===== config.mk =====
export PLATFORM = sky130hd
export DESIGN_NAME = system_unit
export DESIGN_NICKNAME = d
export VERILOG_FILES = /design/src/hw/sys_pkg.sv /design/src/hw/exec_system.sv /design/src/hw/csr_file.sv /design/src/hw/trap_commit.sv /design/src/hw/system_unit.sv
export SDC_FILE = /design/constraint.sdc
export NUM_CORES = 1
export LEC_CHECK = 0
export BUFFER_PORTS_ARGS = -buffer_cell sky130_fd_sc_hd__buf_4
export CORE_AREA = 2 2 163 165
export DETAILED_ROUTE_END_ITERATION = 12
export DIE_AREA = 0 0 165 167
export GPL_ROUTABILITY_DRIVEN = 0
export HOLD_SLACK_MARGIN = 0.03
export RECOVER_POWER = 100
export SYNTH_ARGS = -nofsm -noshare
export SYNTH_HDL_FRONTEND = slang
export SYNTH_SLANG_ARGS = --single-unit

===== constraint.sdc =====
create_clock -name clk -period 3.9 [get_ports clk]
set_clock_uncertainty 0.05 [all_clocks]
set_input_delay 0.39 -clock clk [delete_from_list [all_inputs] [get_ports clk]]
set_output_delay 0.39 -clock clk [all_outputs]
set_load 0.1 [all_outputs]

===== src/hw/sys_pkg.sv =====
`default_nettype none

package sys_pkg;

    localparam int xlen = 32;

    // Privilege levels
    localparam logic [1:0] priv_user       = 2'd0;
    localparam logic [1:0] priv_supervisor = 2'd1;
    localparam logic [1:0] priv_machine    = 2'd3;

    // Machine CSR addresses
    localparam logic [11:0] csr_mstatus  = 12'h300;
    localparam logic [11:0] csr_mtvec    = 12'h305;
    localparam logic [11:0] csr_mscratch = 12'h340;
    localparam logic [11:0] csr_mepc     = 12'h341;
    localparam logic [11:0] csr_mcause   = 12'h342;

    // Exception codes written to mcause
    localparam logic [3:0] exc_illegal_instr  = 4'd2;
    localparam logic [3:0] exc_breakpoint     = 4'd3;
    localparam logic [3:0] exc_env_call_umode = 4'd8;
    localparam logic [3:0] exc_env_call_smode = 4'd9;
    localparam logic [3:0] exc_env_call_mmode = 4'd11;

    localparam logic [2:0] f3_priv = 3'b000;        // ECALL, EBREAK, xRET, WFI, SFENCE.VMA
    localparam logic [2:0] f3_hlsv = 3'b100;        // Hypervisor load/store
    localparam logic [1:0] csr_op_rw = 2'b01;       // Low funct3 bits of Zicsr ops
    localparam logic [1:0] csr_op_rs = 2'b10;
    localparam logic [1:0] csr_op_rc = 2'b11;

    localparam logic [6:0] funct7_sfence_vma = 7'b0001001;
    localparam logic [6:0] funct7_mret       = 7'b0011000;
    localparam logic [4:0] rs2_xret          = 5'b00010;

    // mstatus bit positions
    localparam int mstatus_mie  = 3;
    localparam int mstatus_mpie = 7;
    localparam int mstatus_mpp  = 11;               // Low bit of the MPP pair
    localparam logic [xlen-1:0] mstatus_wmask = 32'h0000_1888; // MIE, MPIE, MPP

    typedef struct packed {
        logic [xlen-1:0] pc;
        logic [4:0]      rd;
        logic [2:0]      funct3;
        logic [4:0]      rs1;
        logic [4:0]      rs2;
        logic [6:0]      funct7;
        logic [11:0]     imm12;
        logic [xlen-1:0] rs1_data;
    } sys_instr_t;

    typedef struct packed {
        logic            valid;
        logic [11:0]     addr;
        logic [2:0]      funct3;
        logic [4:0]      rd;
        logic [4:0]      uimm;
        logic [xlen-1:0] rs1_data;
    } csr_req_t;

    typedef struct packed {
        logic            exception;
        logic [3:0]      cause;
        logic [xlen-1:0] result;
    } csr_rsp_t;

    typedef struct packed {
        logic            exception;
        logic [3:0]      cause;
        logic            is_xret;
        logic [xlen-1:0] result;
        logic [xlen-1:0] pc;
    } sys_result_t;

    typedef struct packed {
        logic            will_do_xret;
        logic [xlen-1:0] new_mstatus;
        logic [1:0]      new_priv;
    } xret_update_t;

endpackage

`default_nettype wire


===== src/hw/exec_system.sv =====
`default_nettype none

module exec_system (
    input  logic                           clk,
    input  logic                           rst,
    input  logic                           instr_valid,
    input  sys_pkg::sys_instr_t            instr,
    input  logic [1:0]                     priv_mode,
    input  logic [sys_pkg::xlen-1:0]       mstatus,
    input  logic [sys_pkg::xlen-1:0]       mepc,
    output sys_pkg::csr_req_t              csr_req,
    input  sys_pkg::csr_rsp_t              csr_rsp,
    output sys_pkg::xret_update_t          xret_update,
    output logic                           result_valid,
    output sys_pkg::sys_result_t           result
);

    logic                 is_csr;
    logic                 is_mret;
    logic [1:0]           xret_level;
    sys_pkg::sys_result_t result_d;

    assign xret_level = instr.funct7[4:3];          // 0 URET, 1 SRET, 3 MRET
    assign is_csr     = instr.funct3 != sys_pkg::f3_priv && instr.funct3 != sys_pkg::f3_hlsv;

    // Zicsr request, answered by csr_file in the same cycle
    assign csr_req.valid    = instr_valid && is_csr;
    assign csr_req.addr     = instr.imm12;
    assign csr_req.funct3   = instr.funct3;
    assign csr_req.rd       = instr.rd;
    assign csr_req.uimm     = instr.rs1;            // rs1 field doubles as uimm
    assign csr_req.rs1_data = instr.rs1_data;

    assign is_mret = instr.funct3 == sys_pkg::f3_priv
                  && instr.rd == 5'd0
                  && instr.rs1 == 5'd0
                  && instr.rs2 == sys_pkg::rs2_xret
                  && instr.funct7 == sys_pkg::funct7_mret;

    // MRET state change, committed at the end of the issue cycle
    always_comb begin
        xret_update.will_do_xret = instr_valid && is_mret && priv_mode == sys_pkg::priv_machine;
        xret_update.new_priv     = mstatus[sys_pkg::mstatus_mpp +: 2];
        xret_update.new_mstatus  = mstatus;
        xret_update.new_mstatus[sys_pkg::mstatus_mie]       = mstatus[sys_pkg::mstatus_mpie];
        xret_update.new_mstatus[sys_pkg::mstatus_mpie]      = 1'b1;
        xret_update.new_mstatus[sys_pkg::mstatus_mpp +: 2]  = sys_pkg::priv_machine;
    end

    always_comb begin
        result_d.exception = 1'b0;
        result_d.cause     = sys_pkg::exc_illegal_instr;
        result_d.is_xret   = 1'b0;
        result_d.result    = '0;
        result_d.pc        = instr.pc;

        if (instr.funct3 == sys_pkg::f3_hlsv) begin
            result_d.exception = 1'b1;              // No hypervisor extension
        end else if (is_csr) begin
            result_d.exception = csr_rsp.exception;
            result_d.cause     = csr_rsp.cause;
            result_d.result    = csr_rsp.result;    // Old CSR value
        end else if (instr.rd != 5'd0) begin
            result_d.exception = 1'b1;
        end else if (instr.funct7 == sys_pkg::funct7_sfence_vma) begin
            result_d.exception = 1'b0;              // No paging, nothing to flush
        end else if (instr.rs1 != 5'd0) begin
            result_d.exception = 1'b1;
        end else begin
            casez ({instr.funct7, instr.rs2})
                {7'b0000000, 5'b00000}: begin       // ECALL
                    result_d.exception = 1'b1;
                    case (priv_mode)
                        sys_pkg::priv_machine:    result_d.cause = sys_pkg::exc_env_call_mmode;
                        sys_pkg::priv_supervisor: result_d.cause = sys_pkg::exc_env_call_smode;
                        sys_pkg::priv_user:       result_d.cause = sys_pkg::exc_env_call_umode;
                        default:                  result_d.cause = sys_pkg::exc_illegal_instr;
                    endcase
                end
                {7'b0000000, 5'b00001}: begin       // EBREAK
                    result_d.exception = 1'b1;
                    result_d.cause     = sys_pkg::exc_breakpoint;
                end
                {7'b00??000, 5'b00010}: begin       // URET, SRET, MRET
                    // A trap outranks the return, so is_xret may ride along with it
                    result_d.is_xret = 1'b1;
                    result_d.result  = mepc;        // Return target
                    if (xret_level == sys_pkg::priv_machine) begin
                        result_d.exception = priv_mode != sys_pkg::priv_machine;
                    end else begin
                        result_d.exception = 1'b1;  // Only MRET exists here
                    end
                end
                {7'b0001000, 5'b00101}: begin       // WFI
                    result_d.exception = 1'b0;      // No interrupts to wait for
                end
                default: begin
                    result_d.exception = 1'b1;
                end
            endcase
        end
    end

    always_ff @(posedge clk) begin
        if (rst) begin
            result_valid     <= 1'b0;
            result.exception <= 1'b0;
            result.is_xret   <= 1'b0;
        end else begin
            result_valid     <= instr_valid;
            result.exception <= instr_valid && result_d.exception;
            result.is_xret   <= instr_valid && result_d.is_xret;
            result.cause     <= result_d.cause;
            result.result    <= result_d.result;
            result.pc        <= result_d.pc;
        end
    end

endmodule

`default_nettype wire


===== src/hw/csr_file.sv =====
`default_nettype none

module csr_file (
    input  logic                        clk,
    input  logic                        rst,
    input  sys_pkg::csr_req_t           csr_req,
    output sys_pkg::csr_rsp_t           csr_rsp,
    input  logic [1:0]                  priv_mode,
    input  sys_pkg::xret_update_t       xret_update,
    input  logic                        trap_enter,
    input  logic [3:0]                  trap_cause,
    input  logic [sys_pkg::xlen-1:0]    trap_pc,
    output logic [sys_pkg::xlen-1:0]    mstatus,
    output logic [sys_pkg::xlen-1:0]    mepc,
    output logic [sys_pkg::xlen-1:0]    mtvec
);

    logic [sys_pkg::xlen-1:0] mscratch;
    logic [sys_pkg::xlen-1:0] mcause;
    logic [sys_pkg::xlen-1:0] rdata;
    logic [sys_pkg::xlen-1:0] operand;
    logic [sys_pkg::xlen-1:0] wdata;
    logic                     known;
    logic                     do_write;

    // Read mux that also flags unimplemented addresses
    always_comb begin
        known = 1'b1;
        case (csr_req.addr)
            sys_pkg::csr_mstatus:  rdata = mstatus;
            sys_pkg::csr_mtvec:    rdata = mtvec;
            sys_pkg::csr_mscratch: rdata = mscratch;
            sys_pkg::csr_mepc:     rdata = mepc;
            sys_pkg::csr_mcause:   rdata = mcause;
            default: begin
                rdata = '0;
                known = 1'b0;
            end
        endcase
    end

    // All implemented CSRs are machine level
    assign csr_rsp.exception = csr_req.valid
                            && (!known || priv_mode != sys_pkg::priv_machine);
    assign csr_rsp.cause     = sys_pkg::exc_illegal_instr;
    assign csr_rsp.result    = rdata;

    // funct3[2] selects the immediate forms
    assign operand = csr_req.funct3[2] ? {{(sys_pkg::xlen-5){1'b0}}, csr_req.uimm}
                                       : csr_req.rs1_data;

    always_comb begin
        case (csr_req.funct3[1:0])
            sys_pkg::csr_op_rw: wdata = operand;
            sys_pkg::csr_op_rs: wdata = rdata | operand;
            sys_pkg::csr_op_rc: wdata = rdata & ~operand;
            default:            wdata = rdata;
        endcase
    end

    // Set/clear with a zero source field is a pure read
    assign do_write = csr_req.valid && !csr_rsp.exception
                   && (csr_req.funct3[1:0] == sys_pkg::csr_op_rw || csr_req.uimm != 5'd0);

    always_ff @(posedge clk) begin
        if (rst) begin
            mstatus  <= '0;                         // MPP = user
            mtvec    <= '0;
            mscratch <= '0;
            mepc     <= '0;
            mcause   <= '0;
        end else if (trap_enter) begin
            mepc   <= {trap_pc[sys_pkg::xlen-1:2], 2'b00};
            mcause <= {{(sys_pkg::xlen-4){1'b0}}, trap_cause};
            mstatus[sys_pkg::mstatus_mpie]     <= mstatus[sys_pkg::mstatus_mie];
            mstatus[sys_pkg::mstatus_mie]      <= 1'b0;
            mstatus[sys_pkg::mstatus_mpp +: 2] <= priv_mode; // Privilege trapped from
        end else if (xret_update.will_do_xret) begin
            mstatus <= xret_update.new_mstatus;
        end else if (do_write) begin
            case (csr_req.addr)
                sys_pkg::csr_mstatus:  mstatus  <= wdata & sys_pkg::mstatus_wmask;
                sys_pkg::csr_mtvec:    mtvec    <= wdata;
                sys_pkg::csr_mscratch: mscratch <= wdata;
                sys_pkg::csr_mepc:     mepc     <= {wdata[sys_pkg::xlen-1:2], 2'b00};
                sys_pkg::csr_mcause:   mcause   <= wdata;
                default: ;                          // do_write implies a known address
            endcase
        end
    end

endmodule

`default_nettype wire


===== src/hw/trap_commit.sv =====
`default_nettype none

module trap_commit (
    input  logic                        clk,
    input  logic                        rst,
    input  logic                        result_valid,
    input  sys_pkg::sys_result_t        result,
    input  sys_pkg::xret_update_t       xret_update,
    input  logic [sys_pkg::xlen-1:0]    mtvec,
    output logic [1:0]                  priv_mode,
    output logic                        trap_enter,
    output logic [3:0]                  trap_cause,
    output logic [sys_pkg::xlen-1:0]    trap_pc,
    output logic                        redirect_valid,
    output logic [sys_pkg::xlen-1:0]    redirect_pc
);

    logic take_redirect;

    // Trap entry one cycle after issue
    assign trap_enter = result_valid && result.exception;
    assign trap_cause = result.cause;
    assign trap_pc    = result.pc;

    // Exceptions outrank the xRET flag
    assign take_redirect = result_valid && (result.exception || result.is_xret);

    // Current privilege mode
    always_ff @(posedge clk) begin
        if (rst) begin
            priv_mode <= sys_pkg::priv_machine;
        end else if (trap_enter) begin
            priv_mode <= sys_pkg::priv_machine;     // Traps always land in M-mode
        end else if (xret_update.will_do_xret) begin
            priv_mode <= xret_update.new_priv;      // MPP of the old mstatus
        end
    end

    always_ff @(posedge clk) begin
        if (rst) begin
            redirect_valid <= 1'b0;
        end else begin
            redirect_valid <= take_redirect;
            if (result.exception) begin
                redirect_pc <= {mtvec[sys_pkg::xlen-1:2], 2'b00}; // Direct mode only
            end else begin
                redirect_pc <= result.result;       // mepc captured at MRET
            end
        end
    end

endmodule

`default_nettype wire


===== src/hw/system_unit.sv =====
`default_nettype none

module system_unit (
    input  logic                        clk,
    input  logic                        rst,
    input  logic                        instr_valid,
    input  sys_pkg::sys_instr_t         instr,
    output logic                        result_valid,
    output sys_pkg::sys_result_t        result,
    output logic                        redirect_valid,
    output logic [sys_pkg::xlen-1:0]    redirect_pc,
    output logic [1:0]                  priv_mode
);

    sys_pkg::csr_req_t        csr_req;
    sys_pkg::csr_rsp_t        csr_rsp;
    sys_pkg::xret_update_t    xret_update;
    logic [sys_pkg::xlen-1:0] mstatus;
    logic [sys_pkg::xlen-1:0] mepc;
    logic [sys_pkg::xlen-1:0] mtvec;
    logic                     trap_enter;
    logic [3:0]               trap_cause;
    logic [sys_pkg::xlen-1:0] trap_pc;

    exec_system i_exec_system (
        .clk          (clk),
        .rst          (rst),
        .instr_valid  (instr_valid),
        .instr        (instr),
        .priv_mode    (priv_mode),
        .mstatus      (mstatus),
        .mepc         (mepc),
        .csr_req      (csr_req),
        .csr_rsp      (csr_rsp),
        .xret_update  (xret_update),
        .result_valid (result_valid),
        .result       (result)
    );

    csr_file i_csr_file (
        .clk          (clk),
        .rst          (rst),
        .csr_req      (csr_req),
        .csr_rsp      (csr_rsp),
        .priv_mode    (priv_mode),
        .xret_update  (xret_update),
        .trap_enter   (trap_enter),
        .trap_cause   (trap_cause),
        .trap_pc      (trap_pc),
        .mstatus      (mstatus),
        .mepc         (mepc),
        .mtvec        (mtvec)
    );

    trap_commit i_trap_commit (
        .clk            (clk),
        .rst            (rst),
        .result_valid   (result_valid),
        .result         (result),
        .xret_update    (xret_update),
        .mtvec          (mtvec),
        .priv_mode      (priv_mode),
        .trap_enter     (trap_enter),
        .trap_cause     (trap_cause),
        .trap_pc        (trap_pc),
        .redirect_valid (redirect_valid),
        .redirect_pc    (redirect_pc)
    );

endmodule

`default_nettype wire


==> results.md <==
- Setup CP Type: register to register
- Num CTS Buffers: 26
- Routed WL: 31,600 microns
- Vias/cell: 5.51
- 1st-iter DRT viols: 714
- Tcrit/Tclk final: 80.2%
- Final cell count without fillers: 1,558
- Placed cell count: 1,477
- Initial antenna violation count: 0
- Critical Path End Type: register
- Post-Syn Instances: 974
- Row count: 59
- Final Hold Vio Count: 0
- Post-CTS Setup Bufs: 0
- Worst-Margin Slew: 1.95 ns
- Remaining global-route overflow: 0
- Area Growth Syn to Fin: 26.3%
- Root Driver: clkbuf_16
- Hold endpoint: i_exec_system.result[66]
- Status: complete, but fails checks
- Worst hold path class: input pin to register
- Sequential cell area: 5700 sq um
- Yosys cell types: 59
- Reg-to-Reg Start: i_trap_commit.priv_mode[0]
- Clk network pwr share: 40.4%
- Rel. slew slack: -30.1%
- Routed Antenna Nets: 0
- Main synth FF type: dfxtp_1
- Sequential power share: 45.0%
- Avg Synthesized Cell Area: 10.5 sq um
- R2r setup slk: 0.77 ns
- Total Routing Usage GR: 22.7%
- DR WL/cell: 20.3 microns
- Reg-to-Reg End: i_csr_file.mepc[9]
- MaxCap Viol Count: 3
- Sw frac: 28.6%
- Drt pass-1 iters: 5
- CTS tree: yes
- Vias in the first global route: 8,527
- Die W: 165 microns
- Reg clk slew, reported paths: 0.06 ns
- Syn nets: 1,078
- Clk sinks: 235
- Die Ht: 167 microns
- Later-pin clock latency in the skew report: 0.54 ns
- Setup_tns: 0 ns
- Hold path startpoint: instr[53]
- Required @ worst endpoint: 4.30 ns
- Core ar.: 25,800 sq um
- Area of the multi-input gates: 4170 sq um
- Leakage: 4.58 nW
- Vias: 8,580
- Combinational power share: 14.6%
- H-tree levels: 1
- Initial core utilization: 39.5%
- Final Util: 49.9%
- Worst Setup Start Kind: register
- Peak supply drop: 363 uV
- Die area: 27,600 sq um
- HPWL after DPL: 20,200 microns
- Asr flop ratio synth: 0%
- # DRC: 0
- Fill cells: 2,451
- Cts repair resizes: 0
- R2R cell count: 8
- Nets@finish: 1,307
- I/O pin count: 210
- Layout cells sized above 1: 17.2%
- Clock Path Buffers: 3
- RSZ-0062 raised after global routing: false
- Setup-failing EPs final: 0
- Antenna fix cells: 0
- IO Port Bufs: 208
- Max FO, Critical Path: 15
- Global-route wire length before repair: 48,500 microns
- Power density cells: 462 nW/um^2
- Number of synthesized flops with an enable pin: 99
- Syn Std Cell Area: 10,200 sq um
- Failing checks: max-capacitance violations, max-slew violations
- Hold Path Cell Cnt: 2
- Seq/Total Area, Yosys: 55.9%
- Max Clock Freq: 0.320 GHz
- Cell-internal power: 4.24 mW
- CP Data Arrival Time: 3.52 ns
- Hold Buf Count CTS: 33
- Minimum clock period: 3.13 ns
- #FFs+latches synth: 235
- Largest net degree at the start of global routing: 70
- Synth warn: 0
- P_sw: 1.70 mW
- Slew Limit Fails: 119
## cells in the final DEF, fill, tap and decap left out, drive strengths merged, types with 26 or more instances in the layout
cell and n:
a22oi 40, a21oi 30, dfxtp 136, xnor2 26, dlygate4sd3 33, o21ai 143, nor2b 33, mux2 36
buf 94, edfxtp 99, nand2 170, clkbuf 183
## worst max-delay path, cell delays in order (launching register included)
cell and delay, ns:
dfxtp_1 0.41, o2111ai_1 0.13, a31oi_1 0.06, buf_4 0.21, and4_1 0.23, nor2_1 1.28
buf_4 0.41, a22oi_1 0.11, o21ai_0 0.13
## worst max path at each step
stage | slack, ns | from | cells past startpoint | to
after detailed placement | 0.83 | instr[35] | 8 | i_csr_file.mepc[20]
after floorplan | 1.04 | i_trap_commit.priv_mode[0] | 8 | i_csr_file.mepc[10]
after global placement | 0.91 | instr[35] | 8 | i_csr_file.mepc[31]
after global routing | 0.59 | i_trap_commit.priv_mode[0] | 8 | i_csr_file.mepc[9]
final | 0.77 | i_trap_commit.priv_mode[0] | 8 | i_csr_file.mepc[9]
after CTS | 1.26 | i_trap_commit.priv_mode[0] | 8 | i_csr_file.mepc[13]
## synthesized netlist by cell type (all sizes together) (2+ instances only)
master | instances | area (sq um)
a21o | 5 | 37.5
a21oi | 30 | 154
a222oi | 7 | 70.1
a22o | 18 | 158
a22oi | 40 | 300
a31oi | 5 | 31.3
a32o | 23 | 230
a32oi | 3 | 26.3
and2 | 4 | 25.0
and3 | 2 | 12.5
buf | 20 | 115
clkbuf | 49 | 184
dfxtp | 136 | 2720
edfxtp | 99 | 2970
inv | 9 | 33.8
mux2 | 36 | 405
mux2i | 13 | 130
nand2 | 170 | 638
nand2b | 4 | 25.0
nand3 | 5 | 25.0
nand3b | 3 | 22.5
nand4 | 2 | 12.5
nor2 | 17 | 63.8
nor2b | 33 | 206
nor3 | 10 | 55.1
nor4 | 6 | 97.6
o211a | 4 | 40.0
o211ai | 2 | 15.0
o21ai | 143 | 716
o22ai | 3 | 18.8
o2bb2ai | 21 | 184
or2 | 2 | 12.5
or4 | 3 | 22.5
xnor2 | 26 | 228
xor2 | 5 | 43.8
## routing by layer
metal  global-route usage (%)  vias up  part of all wire, %  wire (microns)
li1                         -     4049                    -               -
met3                     4.51       49                  7.6            2400
met2                     36.4      362                   46           14700
met1                     31.3     4120                   44           13900
met4                     5.90        0                  2.2             688
met5                        0        -                    0               0
## cell type report
class	count	share of cell area (%)
Sequential cell	235	44.3
Clock buffer	40	5.94
Timing Repair Buffer	270	13.4
Inverter	9	0.272
Multi-Input combinational cell	661	32.4
Clock inverter	8	0.506
Tap cell	335	3.26
## power by group through the flow
| stage | clock network (mW) | registers (mW) | logic, mW |
|---|---|---|---|
| 6_report | 2.40 | 2.68 | 0.870 |
| 4_1_cts | 2.44 | 2.68 | 0.929 |
| 2_1_floorplan | 0 | 3.15 | 0.217 |
| 3_5_place_dp | 0 | 2.73 | 0.901 |
| 3_3_place_gp | 0 | 2.73 | 0.897 |
| 5_1_grt | 2.54 | 2.68 | 0.908 |
## registers in the layout (all words and copies together) (netlist names)
name,flops
i_exec_system.result,69
i_csr_file.mcause,32
i_csr_file.mscratch,32
i_csr_file.mtvec,32
i_trap_commit.redirect_pc,32
i_csr_file.mepc,30
i_csr_file.mstatus,4
i_trap_commit.priv_mode,2
i_exec_system.result_valid,1
i_trap_commit.redirect_valid,1
## cell families after synthesis
logic type,synth area share [%]
AOI/OAI and AO/OA,20.0
and+or+nand+nor,12.7
DFF,55.9
buffers and inverters,3.27
muxes,5.26
xor gates and xnor gates,2.66
adders and majority gates,0.0982
other,0.0368
## through the flow
step | instance area, sq um | power, mW | hold slack, ns | setup slack (ns)
2_1_floorplan | 10200 | 3.36 | 0.371 | 1.04
3_3_place_gp | 12200 | 3.62 | 0.384 | 0.913
3_5_place_dp | 12200 | 3.63 | 0.392 | 0.828
4_1_cts | 13300 | 6.04 | 0.0932 | 1.26
5_1_grt | 12900 | 6.13 | 0.114 | 0.591
6_report | 12900 | 5.94 | 0.111 | 0.773
No activity file was read; power rests on OpenSTA's default activity.
